==> src/include/pat_defines.svh <==
`ifndef PAT_DEFINES_SVH
`define PAT_DEFINES_SVH

// ==================================================
// widths
// ==================================================
`define PAT_DATA_W      8       // accumulator and data word
`define PAT_INSTR_W     20      // full instruction word
`define PAT_IADDR_W     10      // program counter
`define PAT_DADDR_W     5       // data memory index
`define PAT_DMEM_DEPTH  32      // data memory words
`define PAT_SHAMT_W     3       // shift amount, i3 immediate

// escape code, i8 -> i3 and i3 -> i0
`define PAT_PREFIX      4'b1111

// ==================================================
// i8 opcodes, bits 11..8
// ==================================================
`define PAT_OP_OR       4'b0000
`define PAT_OP_AND      4'b0001
`define PAT_OP_ADDM     4'b0010
`define PAT_OP_SUBM     4'b0011
`define PAT_OP_ADD      4'b0100
`define PAT_OP_SUB      4'b0101
`define PAT_OP_LDI      4'b0110
`define PAT_OP_LDM      4'b0111
`define PAT_OP_BF       4'b1000 // signed forward branch
`define PAT_OP_BB       4'b1001 // unsigned backward branch
`define PAT_OP_STAM     4'b1011
`define PAT_OP_ORM      4'b1101
`define PAT_OP_ANDM     4'b1110

// i3 opcodes, bits 7..4
`define PAT_OP3_SHL     4'b0000
`define PAT_OP3_SHLO    4'b0001 // left shift, ones in
`define PAT_OP3_SHR     4'b0010
`define PAT_OP3_ASR     4'b0011
`define PAT_OP3_IN      4'b0101
`define PAT_OP3_OUT     4'b1000

// i0 opcodes, bits 3..0
`define PAT_OP0_NOT     4'b0000
`define PAT_OP0_NOP     4'b1111

`endif

==> src/source/pat_pkg.sv <==
`include "pat_defines.svh"

package pat_pkg;

	// ==================================================
	// plain vectors
	// ==================================================
	typedef logic [`PAT_DATA_W-1:0]  pat_word_t;   // data / acc word
	typedef logic [`PAT_INSTR_W-1:0] pat_instr_t;  // raw instruction
	typedef logic [`PAT_IADDR_W-1:0] pat_iaddr_t;  // pc value
	typedef logic [`PAT_DADDR_W-1:0] pat_daddr_t;  // dmem index

	// alu operation select
	typedef enum logic [3:0]
	{
		ALU_OR,
		ALU_AND,
		ALU_NOT,
		ALU_ADD,
		ALU_SUB,
		ALU_SHL,
		ALU_SHLO,
		ALU_SHR,
		ALU_ASR,
		ALU_PASS_B     // ldi, ldm
	} pat_alu_op_e;

	// commit condition, straight from bits 14..13
	typedef enum logic [1:0]
	{
		COND_ZERO    = 2'd0,
		COND_NEG     = 2'd1,
		COND_ALWAYS2 = 2'd2,   // spare code, commits too
		COND_ALWAYS  = 2'd3
	} pat_cond_e;

	// acc write source
	typedef enum logic [1:0]
	{
		SRC_ALU,
		SRC_IN
	} pat_src_e;

	// ==================================================
	// stage 1 -> stage 2 control word
	// ==================================================
	typedef struct packed
	{
		pat_alu_op_e alu_op;
		pat_src_e    src;
		pat_cond_e   cond;
		pat_word_t   operand;   // alu b, imm or mem word
		logic        wr_acc;
		logic        wr_mem;    // stam
		logic        do_out;    // out
		pat_daddr_t  mem_idx;
	} pat_ctrl_t;

	// data memory write port
	typedef struct packed
	{
		logic       en;
		pat_daddr_t idx;
		pat_word_t  data;
	} pat_dmem_wr_t;

endpackage

==> src/source/pat_alu.sv <==
`timescale 1ns/100ps
`include "pat_defines.svh"

module pat_alu
(
	input  pat_pkg::pat_word_t   i_a,     // accumulator
	input  pat_pkg::pat_word_t   i_b,     // operand
	input  pat_pkg::pat_alu_op_e i_op,
	output pat_pkg::pat_word_t   o_y
);

	logic                    is_sub;
	pat_pkg::pat_word_t      b_addend;
	pat_pkg::pat_word_t      sum;
	pat_pkg::pat_word_t      shlo;
	logic [`PAT_SHAMT_W-1:0] shamt;

	// ==================================================
	// shared add / subtract
	// ==================================================
	assign is_sub   = (i_op == pat_pkg::ALU_SUB);
	assign b_addend = is_sub ? ~i_b : i_b;                 // invert b for sub
	assign sum      = i_a + b_addend + {{(`PAT_DATA_W-1){1'b0}}, is_sub};   // +1 carry in

	// shifter
	assign shamt = i_b[`PAT_SHAMT_W-1:0];
	assign shlo  = ~(~i_a << shamt);     // vacated bits come in as ones

	always_comb
	begin
		case (i_op)
			pat_pkg::ALU_OR:   o_y = i_a | i_b;
			pat_pkg::ALU_AND:  o_y = i_a & i_b;
			pat_pkg::ALU_NOT:  o_y = ~i_a;
			pat_pkg::ALU_ADD,
			pat_pkg::ALU_SUB:  o_y = sum;
			pat_pkg::ALU_SHL:  o_y = i_a << shamt;
			pat_pkg::ALU_SHLO: o_y = shlo;
			pat_pkg::ALU_SHR:  o_y = i_a >> shamt;
			pat_pkg::ALU_ASR:  o_y = pat_pkg::pat_word_t'($signed(i_a) >>> shamt);
			default:           o_y = i_b;        // pass b, ldi / ldm
		endcase
	end

endmodule

==> src/source/pat_decode.sv <==
`timescale 1ns/100ps
`include "pat_defines.svh"

module pat_decode
(
	input  logic                 clk,
	input  logic                 reset,
	input  pat_pkg::pat_instr_t  i_instr,
	input  pat_pkg::pat_word_t   i_rd_data,     // dmem word, combinational
	output pat_pkg::pat_daddr_t  o_rd_idx,
	output logic                 o_branch_fwd,
	output logic                 o_branch_back,
	output pat_pkg::pat_word_t   o_offset,
	output pat_pkg::pat_ctrl_t   o_ctrl
);

	// idle control word, nothing commits
	localparam pat_pkg::pat_ctrl_t CTRL_NOP = '{
		alu_op:  pat_pkg::ALU_PASS_B,
		src:     pat_pkg::SRC_ALU,
		cond:    pat_pkg::COND_ALWAYS,
		operand: '0,
		wr_acc:  1'b0,
		wr_mem:  1'b0,
		do_out:  1'b0,
		mem_idx: '0
	};

	pat_pkg::pat_instr_t instr_q;        // stage 1 instruction
	pat_pkg::pat_ctrl_t  ctrl_d;

	logic [1:0]                cond;
	logic [3:0]                op8;
	logic [3:0]                op3;
	logic [3:0]                op0;
	pat_pkg::pat_word_t        imm8;
	logic [`PAT_SHAMT_W-1:0]   imm3;
	logic                      is_i8;
	logic                      is_i3;

	// ==================================================
	// instruction register
	// ==================================================
	always_ff @(posedge clk)
	begin
		if (reset)
			instr_q <= '1;      // all ones decodes as i0 nop
		else
			instr_q <= i_instr;
	end

	// field split, bits 19..15 and 12 unused
	assign cond = instr_q[14:13];
	assign op8  = instr_q[11:8];
	assign imm8 = instr_q[7:0];
	assign op3  = instr_q[7:4];
	assign op0  = instr_q[3:0];
	assign imm3 = instr_q[`PAT_SHAMT_W-1:0];

	assign is_i8 = (op8 != `PAT_PREFIX);
	assign is_i3 = !is_i8 && (op3 != `PAT_PREFIX);   // else i0

	assign o_rd_idx = imm8[`PAT_DADDR_W-1:0];        // low bits index dmem
	assign o_offset = imm8;

	// ==================================================
	// operation decode
	// ==================================================
	always_comb
	begin
		ctrl_d        = CTRL_NOP;
		ctrl_d.cond   = pat_pkg::pat_cond_e'(cond);
		ctrl_d.mem_idx = imm8[`PAT_DADDR_W-1:0];
		o_branch_fwd  = 1'b0;
		o_branch_back = 1'b0;
		if (is_i8)
		begin
			case (op8)
				`PAT_OP_OR:   begin ctrl_d.alu_op = pat_pkg::ALU_OR;  ctrl_d.operand = imm8; ctrl_d.wr_acc = 1'b1; end
				`PAT_OP_AND:  begin ctrl_d.alu_op = pat_pkg::ALU_AND; ctrl_d.operand = imm8; ctrl_d.wr_acc = 1'b1; end
				`PAT_OP_ADD:  begin ctrl_d.alu_op = pat_pkg::ALU_ADD; ctrl_d.operand = imm8; ctrl_d.wr_acc = 1'b1; end
				`PAT_OP_SUB:  begin ctrl_d.alu_op = pat_pkg::ALU_SUB; ctrl_d.operand = imm8; ctrl_d.wr_acc = 1'b1; end
				`PAT_OP_ADDM: begin ctrl_d.alu_op = pat_pkg::ALU_ADD; ctrl_d.operand = i_rd_data; ctrl_d.wr_acc = 1'b1; end
				`PAT_OP_SUBM: begin ctrl_d.alu_op = pat_pkg::ALU_SUB; ctrl_d.operand = i_rd_data; ctrl_d.wr_acc = 1'b1; end
				`PAT_OP_ORM:  begin ctrl_d.alu_op = pat_pkg::ALU_OR;  ctrl_d.operand = i_rd_data; ctrl_d.wr_acc = 1'b1; end
				`PAT_OP_ANDM: begin ctrl_d.alu_op = pat_pkg::ALU_AND; ctrl_d.operand = i_rd_data; ctrl_d.wr_acc = 1'b1; end
				`PAT_OP_LDI:  begin ctrl_d.operand = imm8;      ctrl_d.wr_acc = 1'b1; end   // pass b
				`PAT_OP_LDM:  begin ctrl_d.operand = i_rd_data; ctrl_d.wr_acc = 1'b1; end
				`PAT_OP_STAM: ctrl_d.wr_mem = 1'b1;
				`PAT_OP_BF:   o_branch_fwd  = 1'b1;    // condition ignored
				`PAT_OP_BB:   o_branch_back = 1'b1;
				default:      ;                        // unused code, nop
			endcase
		end
		else if (is_i3)
		begin
			// shifts use the 3 bit imm as amount
			ctrl_d.operand = {{(`PAT_DATA_W-`PAT_SHAMT_W){1'b0}}, imm3};
			case (op3)
				`PAT_OP3_SHL:  begin ctrl_d.alu_op = pat_pkg::ALU_SHL;  ctrl_d.wr_acc = 1'b1; end
				`PAT_OP3_SHLO: begin ctrl_d.alu_op = pat_pkg::ALU_SHLO; ctrl_d.wr_acc = 1'b1; end
				`PAT_OP3_SHR:  begin ctrl_d.alu_op = pat_pkg::ALU_SHR;  ctrl_d.wr_acc = 1'b1; end
				`PAT_OP3_ASR:  begin ctrl_d.alu_op = pat_pkg::ALU_ASR;  ctrl_d.wr_acc = 1'b1; end
				`PAT_OP3_IN:   begin ctrl_d.src = pat_pkg::SRC_IN; ctrl_d.wr_acc = 1'b1; end
				`PAT_OP3_OUT:  ctrl_d.do_out = 1'b1;
				default:       ;
			endcase
		end
		else
		begin
			case (op0)
				`PAT_OP0_NOT: begin ctrl_d.alu_op = pat_pkg::ALU_NOT; ctrl_d.wr_acc = 1'b1; end
				`PAT_OP0_NOP: ;        // explicit nop
				default:      ;
			endcase
		end
	end

	// control word to stage 2
	always_ff @(posedge clk)
	begin
		if (reset)
			o_ctrl <= CTRL_NOP;
		else
			o_ctrl <= ctrl_d;
	end

endmodule

==> src/source/pat_program_counter.sv <==
`timescale 1ns/100ps
`include "pat_defines.svh"

module pat_program_counter
(
	input  logic                clk,
	input  logic                reset,
	input  logic                i_branch_fwd,
	input  logic                i_branch_back,
	input  pat_pkg::pat_word_t  i_offset,
	output pat_pkg::pat_iaddr_t o_pc
);

	pat_pkg::pat_iaddr_t pc_inc;
	pat_pkg::pat_iaddr_t pc_fwd;
	pat_pkg::pat_iaddr_t pc_back;

	assign pc_inc = o_pc + 1'b1;

	// bf offset is signed, sign extend to pc width
	assign pc_fwd = o_pc + {{(`PAT_IADDR_W-`PAT_DATA_W){i_offset[`PAT_DATA_W-1]}}, i_offset};

	// bb offset is unsigned
	assign pc_back = o_pc - {{(`PAT_IADDR_W-`PAT_DATA_W){1'b0}}, i_offset};

	always_ff @(posedge clk)
	begin
		if (reset)
			o_pc <= '0;
		else if (i_branch_fwd)
			o_pc <= pc_fwd;
		else if (i_branch_back)
			o_pc <= pc_back;
		else
			o_pc <= pc_inc;    // straight line
	end

endmodule

==> src/source/pat_data_mem.sv <==
`timescale 1ns/100ps
`include "pat_defines.svh"

module pat_data_mem
(
	input  logic                  clk,
	input  pat_pkg::pat_daddr_t   i_rd_idx,
	output pat_pkg::pat_word_t    o_rd_data,
	input  pat_pkg::pat_dmem_wr_t i_wr
);

	pat_pkg::pat_word_t mem [`PAT_DMEM_DEPTH];

	// async read, decode samples it into the ctrl word
	assign o_rd_data = mem[i_rd_idx];

	// write lands on the commit edge
	always_ff @(posedge clk)
	begin
		if (i_wr.en)
			mem[i_wr.idx] <= i_wr.data;
	end

endmodule

==> src/source/pat_execute.sv <==
`timescale 1ns/100ps
`include "pat_defines.svh"

module pat_execute
(
	input  logic                  clk,
	input  logic                  reset,
	input  pat_pkg::pat_ctrl_t    i_ctrl,
	input  pat_pkg::pat_word_t    i_inputs,
	output pat_pkg::pat_dmem_wr_t o_wr,
	output pat_pkg::pat_word_t    o_outputs
);

	pat_pkg::pat_word_t acc;        // the accumulator
	pat_pkg::pat_word_t alu_y;
	pat_pkg::pat_word_t result;
	logic               z;          // zero flag, one cycle behind acc
	logic               n;          // neg flag, same lag
	logic               cond_ok;

	pat_alu u_alu
	(
		.i_a  (acc),
		.i_b  (i_ctrl.operand),
		.i_op (i_ctrl.alu_op),
		.o_y  (alu_y)
	);

	// ==================================================
	// condition check
	// ==================================================
	always_comb
	begin
		case (i_ctrl.cond)
			pat_pkg::COND_ZERO: cond_ok = z;
			pat_pkg::COND_NEG:  cond_ok = n;
			default:            cond_ok = 1'b1;    // both always codes
		endcase
	end

	assign result = (i_ctrl.src == pat_pkg::SRC_IN) ? i_inputs : alu_y;

	// stam strobe straight off the ctrl and flag flops
	// so the word is in memory at the commit edge
	assign o_wr = '{
		en:   i_ctrl.wr_mem & cond_ok,
		idx:  i_ctrl.mem_idx,
		data: acc
	};

	// ==================================================
	// commit
	// ==================================================
	always_ff @(posedge clk)
	begin
		if (reset)
		begin
			acc       <= '0;
			z         <= 1'b0;
			n         <= 1'b0;
			o_outputs <= '0;
		end
		else
		begin
			z <= (acc == '0);               // flags track acc every cycle
			n <= acc[`PAT_DATA_W-1];
			if (cond_ok && i_ctrl.wr_acc)
				acc <= result;
			if (cond_ok && i_ctrl.do_out)
				o_outputs <= acc;           // value before this commit
		end
	end

endmodule

==> src/source/pat_core.sv <==
`timescale 1ns/100ps
`include "pat_defines.svh"

module pat_core
(
	input  logic                clk,
	input  logic                reset,
	input  pat_pkg::pat_instr_t i_instr,     // fed by tb at o_pc
	input  pat_pkg::pat_word_t  i_inputs,
	output pat_pkg::pat_iaddr_t o_pc,
	output pat_pkg::pat_word_t  o_outputs
);

	pat_pkg::pat_ctrl_t    ctrl;
	pat_pkg::pat_dmem_wr_t dmem_wr;
	pat_pkg::pat_daddr_t   rd_idx;
	pat_pkg::pat_word_t    rd_data;
	pat_pkg::pat_word_t    offset;
	logic                  branch_fwd;
	logic                  branch_back;

	// ==================================================
	// stage 1, decode and pc
	// ==================================================
	pat_decode u_decode
	(
		.clk           (clk),
		.reset         (reset),
		.i_instr       (i_instr),
		.i_rd_data     (rd_data),
		.o_rd_idx      (rd_idx),
		.o_branch_fwd  (branch_fwd),
		.o_branch_back (branch_back),
		.o_offset      (offset),
		.o_ctrl        (ctrl)
	);

	pat_program_counter u_pc
	(
		.clk           (clk),
		.reset         (reset),
		.i_branch_fwd  (branch_fwd),
		.i_branch_back (branch_back),
		.i_offset      (offset),
		.o_pc          (o_pc)
	);

	pat_data_mem u_dmem
	(
		.clk       (clk),
		.i_rd_idx  (rd_idx),
		.o_rd_data (rd_data),
		.i_wr      (dmem_wr)
	);

	// stage 2, alu and commit
	pat_execute u_execute
	(
		.clk       (clk),
		.reset     (reset),
		.i_ctrl    (ctrl),
		.i_inputs  (i_inputs),
		.o_wr      (dmem_wr),
		.o_outputs (o_outputs)
	);

endmodule

==> config.mk <==
export PLATFORM = sky130hd
export DESIGN_NAME = pat_core
export DESIGN_NICKNAME = d
export VERILOG_FILES = /design/src/source/pat_pkg.sv /design/src/source/pat_alu.sv /design/src/source/pat_decode.sv /design/src/source/pat_program_counter.sv /design/src/source/pat_data_mem.sv /design/src/source/pat_execute.sv /design/src/source/pat_core.sv
export VERILOG_INCLUDE_DIRS = /design/src /design/src/include
export SDC_FILE = /design/constraint.sdc
export NUM_CORES = 1
export LEC_CHECK = 0
export ABC_CLOCK_PERIOD_IN_PS = 3500
export BUFFER_PORTS_ARGS = -buffer_cell sky130_fd_sc_hd__buf_2
export CAP_MARGIN = 15
export CORE_MARGIN = 2
export CORE_UTILIZATION = 62
export CTS_BUF_LIST = sky130_fd_sc_hd__clkbuf_2
export DETAILED_ROUTE_END_ITERATION = 16
export GPL_TIMING_DRIVEN = 0
export PLACE_DENSITY = 0.8
export SLEW_MARGIN = 0
export SYNTH_ARGS = -nofsm -noshare
export SYNTH_HDL_FRONTEND = slang
export SYNTH_SLANG_ARGS = --single-unit
==> constraint.sdc <==
create_clock -name clk -period 3.5 [get_ports clk]
set_input_delay 0.35 -clock clk [delete_from_list [all_inputs] [get_ports clk]]
set_output_delay 0.35 -clock clk [all_outputs]
set_load 0.02 [all_outputs]
== Word level (Yosys, flattened, before mapping) ==
Memory sizes are Yosys's and may differ from the RTL's. A register that Yosys moved wholly into a read port is not among the register bits.
Cells that the tools add are included.
Word-level totals
  memories kept: 1
  bits of input ports: 30
  word-level logic and storage cells: 108
  register bits after elaboration: 67
  memory bits (writable): 256
Cells by class
  add/subtract/negate cells: 5
  equality and inequality tests: 29
  reductions and logical operators: 20
  muxes and demuxes: 27
  shift operators: 4
  bitwise gates (word level): 8
Memory list
  u_dmem.mem: words 32, bits a word 8, read ports 1, clocked after memory_dff 1, wr ports 1, RTL line pat_data_mem.sv:12  | pat_pkg::pat_word_t mem [`PAT_DMEM_DEPTH];
Operator list (count)
  one-hot mux 8 bit (8 select lines): 1
  == test 4 x 3 -> 1 bit, second input constant: 9
  one-hot mux 4 bit (4 select lines): 2
  == test 4 bit, second input constant: 7
  == test 4 x 2 -> 1 bit, second input constant: 6
  NOT 8 bit: 3
  2-to-1 mux 10 bit: 2
  one-hot mux 9 bit (2 select lines): 1
  logical NOT 4 bit: 4
  2-to-1 mux 8 bit: 2
  left shift 8 x 3 -> 8 bit: 2
  OR reduction 5 bit: 3
  == test 4 x 1 -> 1 bit, second input constant: 3
  2-to-1 mux 1 bit: 12
  2-to-1 mux 4 bit: 3
  OR reduction 2 bit: 6
  adder 10 x 1 -> 10 bit, second input constant: 1
  adder 10 bit: 1
  subtractor 10 x 8 -> 10 bit: 1
  2-to-1 mux 9 bit: 1
  adder 8 x 1 -> 8 bit: 1
  adder 8 bit: 1
  AND 8 bit: 1
  logical NOT 8 bit: 1
  14 further kinds: 19

== Depth between registers and ports, before layout ==
  word-level depth: 6
  mapped depth: 16

== Modules after synthesis ==
From an unflattened synthesis, not the netlist that was laid out.
Unflattened totals
  cells, all modules: 974
  area, all modules: 14802.9 µm²
By module, submodules not included
  pat_data_mem: cells an instance 409, instances 1, area each 9893.2 µm², seq. area each 7687.4 µm²
  pat_decode: cells an instance 168, instances 1, area each 1584.0 µm², seq. area each 740.7 µm²
  pat_alu: cells an instance 204, instances 1, area each 1547.7 µm², seq. area each 0.0 µm²
  pat_program_counter: cells an instance 116, instances 1, area each 989.7 µm², seq. area each 200.2 µm²
  pat_execute: cells an instance 77, instances 1, area each 788.3 µm², seq. area each 360.3 µm²

== Least setup slack after synthesis ==
Ideal clock, no wire load.
  path type: register to register
  from: reg u_decode.instr_q[8]
  to: reg u_pc.o_pc[9]
  data arrival time: 2.903 ns
  data required time: 3.372 ns
  stages on the path, launching flop included: 15
  setup slack: 0.469 ns
  period minus slack after synthesis: 3.031 ns
  path buffers: 2
  path through: dfxtp_1 > clkbuf_1 > clkbuf_1 > nand2_1 > nor2_1 > ha_1 > nand2_1 > o31ai_1 > xor2_1 > nor2_1 > ha_1 > or3_1 > o41ai_1 > xnor2_1 > nor2_1
Between the ends
  cells in the longest elaborated chain, start to end: 5
RTL lines
  start: declaration: RTL line pat_decode.sv:29  | pat_pkg::pat_instr_t instr_q;
  start signal: assignment: RTL line pat_decode.sv:49  | instr_q <= i_instr;
  == test 4 bit: RTL line pat_decode.sv:78  | case (op8)
  2-to-1 mux 1 bit: RTL line pat_decode.sv:78
  2-to-1 mux 1 bit: RTL line pat_decode.sv:76  | if (is_i8)
  2-to-1 mux 10 bit: RTL line pat_program_counter.sv:32  | else if (i_branch_back)
  2-to-1 mux 10 bit *: RTL line pat_program_counter.sv:30  | else if (i_branch_fwd)
  end signal: assignment: RTL line pat_program_counter.sv:31  | o_pc <= pc_fwd;
  end signal: assignment: RTL line pat_program_counter.sv:33  | o_pc <= pc_back;
  end signal: assignment: RTL line pat_program_counter.sv:35  | o_pc <= pc_inc;
  end: declaration: RTL line pat_program_counter.sv:11  | output pat_pkg::pat_iaddr_t o_pc
Mark *: on every way between the ends. The rest lies on a longest branch, timed or not.
A chain may end at the register's enable or synchronous reset.

== Worst setup path after layout ==
  from: reg u_decode.instr_q[1]
  to: reg u_pc.o_pc[9]
Between the ends
  cells in the longest elaborated chain, start to end: 3
RTL lines
  subtractor 10 x 8 -> 10 bit: RTL line pat_program_counter.sv:24  | assign pc_back = o_pc - {{(`PAT_IADDR_W-`PAT_DATA_W){1'b0}}, i_offset};
  2-to-1 mux 10 bit: RTL line pat_program_counter.sv:32
  2-to-1 mux 10 bit *: RTL line pat_program_counter.sv:30
Marked as above.

==> flow_summary.json <==
{
  "clockRootBuffer": "clkbuf_2",
  "drive_gt1_share_pct": 26.69,
  "ys_seq_area_share_pct": 62.56,
  "fin_crit_sh_pct": 93.43,
  "place_worst_setup_slack_ns": -0.3883,
  "holdPathStages": 3,
  "critPathArrivalTime_ns": 4.01,
  "cts_buffers": 78,
  "criticalPathCategory": "flop to flop",
  "max_slew_margin_pct": 42.74,
  "synthFlopType": "edfxtp_1",
  "power_leakage_nw": 5.679,
  "routed_via_density": 6.279,
  "nets": 1171,
  "drv_cap": 0,
  "syn_area_um2": 14370,
  "yosysTopAreaCell": "edfxtp_1",
  "drt_wl_total_um": 33890,
  "die_w_um": 156.2,
  "track_usage_pct": 29.05,
  "grt_pass1_vias": 9283,
  "ys_types": 75,
  "r2r_cells": 12,
  "antenna_found_initial": 1,
  "grt_max_degree": 38,
  "ioPinCount": 48,
  "synth-edff-count": 256,
  "async_flop_share_pct": 0,
  "start_util_pct": 63.27,
  "core_area_um2": 22710,
  "die_h_um": 156.2,
  "top_layer": "met4",
  "outcome": "finished, final reports clean",
  "crit_path_end_kind": "flop",
  "gp_congestion": 0.9389,
  "dieArea_um2": 24410,
  "cts_tree": "built",
  "routedWlPerCell_um": 23.12,
  "hp-class": "primary input to flop",
  "met2_length_um": 16180,
  "synthTopCellsByCount": "edfxtp_1 (256), nor2_1 (91), mux4_2 (90)",
  "yosysWarningCount": 0,
  "timing_hold_violations_final": 0,
  "postSynthNetCount": 1025,
  "dr.pass1.iters": 6,
  "grt-ovfl-total": 0,
  "worst_slack_ns": 0.2300,
  "ant_nets": 0,
  "power_density_nw_per_um2": 464.4,
  "skew_ns": 0.06316,
  "avgSynthCellArea_um2": 14.75,
  "rows": 55,
  "synth_top_area_share_pct": 53.51,
  "grt_pass1_wl_um": 52360,
  "port_buffers": 40,
  "rsz0062_at_grt": "false",
  "drt-initial-drc-count": 956,
  "wl_met3_um": 2934,
  "slew_violations": 0,
  "worst_slew_pin_slew_ns": 0.8557,
  "htreeDepth": 3,
  "wl_met1_um": 13570,
  "ir_drop_mv": 0.2822,
  "path_clk_slew_ns": 0.11,
  "syn_inst": 974,
  "crit_required_ns": 4.24,
  "placed_cells": 1301,
  "cts.sinks": 321,
  "start_kind": "flop",
  "min_period_ns": 3.270,
  "insertion_delay_ns": 0.90,
  "ys_ff_latch": 321,
  "dp_hpwl_um": 23100,
  "synth.area.top_cells": "edfxtp_1 (54%), mux4_2 (14%), dfxtp_1 (9.1%)",
  "yosysMostFrequentCell": "edfxtp_1",
  "final-instance-count-excl-fill": 1466,
  "path_max_fanout": 19,
  "max_freq_mhz": 305.8,
  "area_growth_pct": 11.36,
  "drc": 0,
  "cts_buffer_depth": 3,
  "vias": 9205,
  "setup_violations": 0
}
==> repair_timing <==
action	4_1_cts	5_1_grt
setup buffers	0	0
setup endpoints to repair	5	6
endpoints found under the hold margin	25	0
resized for setup	0	8
hold buffers	23	0
gates cloned	0	0
==> final cells by class <==
type | instances | area, um^2
buffer | 69 | 325.3
timing repair buffer | 69 | 583.1
inverter | 19 | 71.32
clock inverter | 23 | 110.1
sequential | 321 | 8991
antenna | 1 | 2.502
clock buffer | 117 | 585.6
fill | 1533 | 6710
tap | 285 | 356.6
multi-input combinational | 562 | 4974
==> registers in the layout, summed over array words and instances, names as in the netlist <==
name                 cells
u_execute.acc            8
u_pc.o_pc               10
u_execute.n              1
u_execute.o_outputs      8
u_decode.instr_q        14
u_decode.o_ctrl         23
u_dmem.mem             256
u_execute.z              1
==> critical path, stage by stage (launching register included) <==
cell and delay [ns]:
dfxtp_1 0.33, clkbuf_1 0.26, buf_4 0.40, nor2_1 0.09, ha_1 0.27, mux2_2 0.29, ha_1 0.30, a21o_1 0.19
a21oi_1 0.22, o21ai_0 0.22, o41ai_1 0.36, xnor2_1 0.16, nor2_1 0.05
==> placed cells by master, fill, tap and decap left out, types with 22 or more instances in the layout <==
master and n:
edfxtp_1 256, clkbuf_2 120, o21ai_0 33, buf_2 51
or2_2 22, nor2_1 91, mux4_2 90, dfxtp_1 63
dlygate4sd3_1 23, nand2_1 48, a21oi_1 39, clkbuf_1 39
==> cell families after synthesis <==
kind of cell / after synthesis / synth area share (%)
flip-flops: 321 / 62.56
XOR/XNOR: 26 / 1.585
AND/OR/NAND/NOR: 260 / 9.005
multiplexers: 97 / 14.61
adder cells (fa/ha/maj): 21 / 1.933
buffers and inverters: 91 / 2.822
AO/OA/AOI/OAI: 158 / 7.481
==> per-layer routing <==
metal,track usage [%],vias up
met3,6.840,83
met1,39.35,4481
met2,45.70,516
met5,0,-
met4,12.89,0
li1,-,4125
==> metrics by stage <==
step | setup TNS (ns) | cell area (um^2) | hold slack [ns] | utilization (%) | power [mW]
2_1_floorplan | 0 | 14370 | 0.3895 | - | 4.840
3_3_place_gp | -0.7533 | 14920 | 0.4086 | 65.72 | 5.060
3_5_place_dp | -1.285 | 14980 | 0.4024 | 65.96 | 5.095
4_1_cts | 0 | 15900 | 0.1119 | 70.02 | 7.461
5_1_grt | 0 | 16000 | 0.1581 | 70.45 | 7.732
6_report | 0 | 16000 | 0.2036 | 70.45 | 7.429
==> worst paths after layout <==
path / start / to / slack [ns]
worst max-delay path: u_decode.instr_q[1] / u_pc.o_pc[9] / 0.23
worst min-delay path: i_instr[11] / u_decode.instr_q[11] / 0.20
worst max register to register: u_decode.instr_q[1] / u_pc.o_pc[9] / 0.23
worst min register to register: u_decode.instr_q[13] / u_decode.o_ctrl[16] / 0.44
==> report_power, final <==
group	total [mW]	internal, mW	switching, mW
Clock	2.37	0.901	1.47
Combinational	0.791	0.345	0.446
Sequential	4.27	4.18	0.0861
Total	7.43	5.43	2.00
Power figures use the tool's default switching activity.
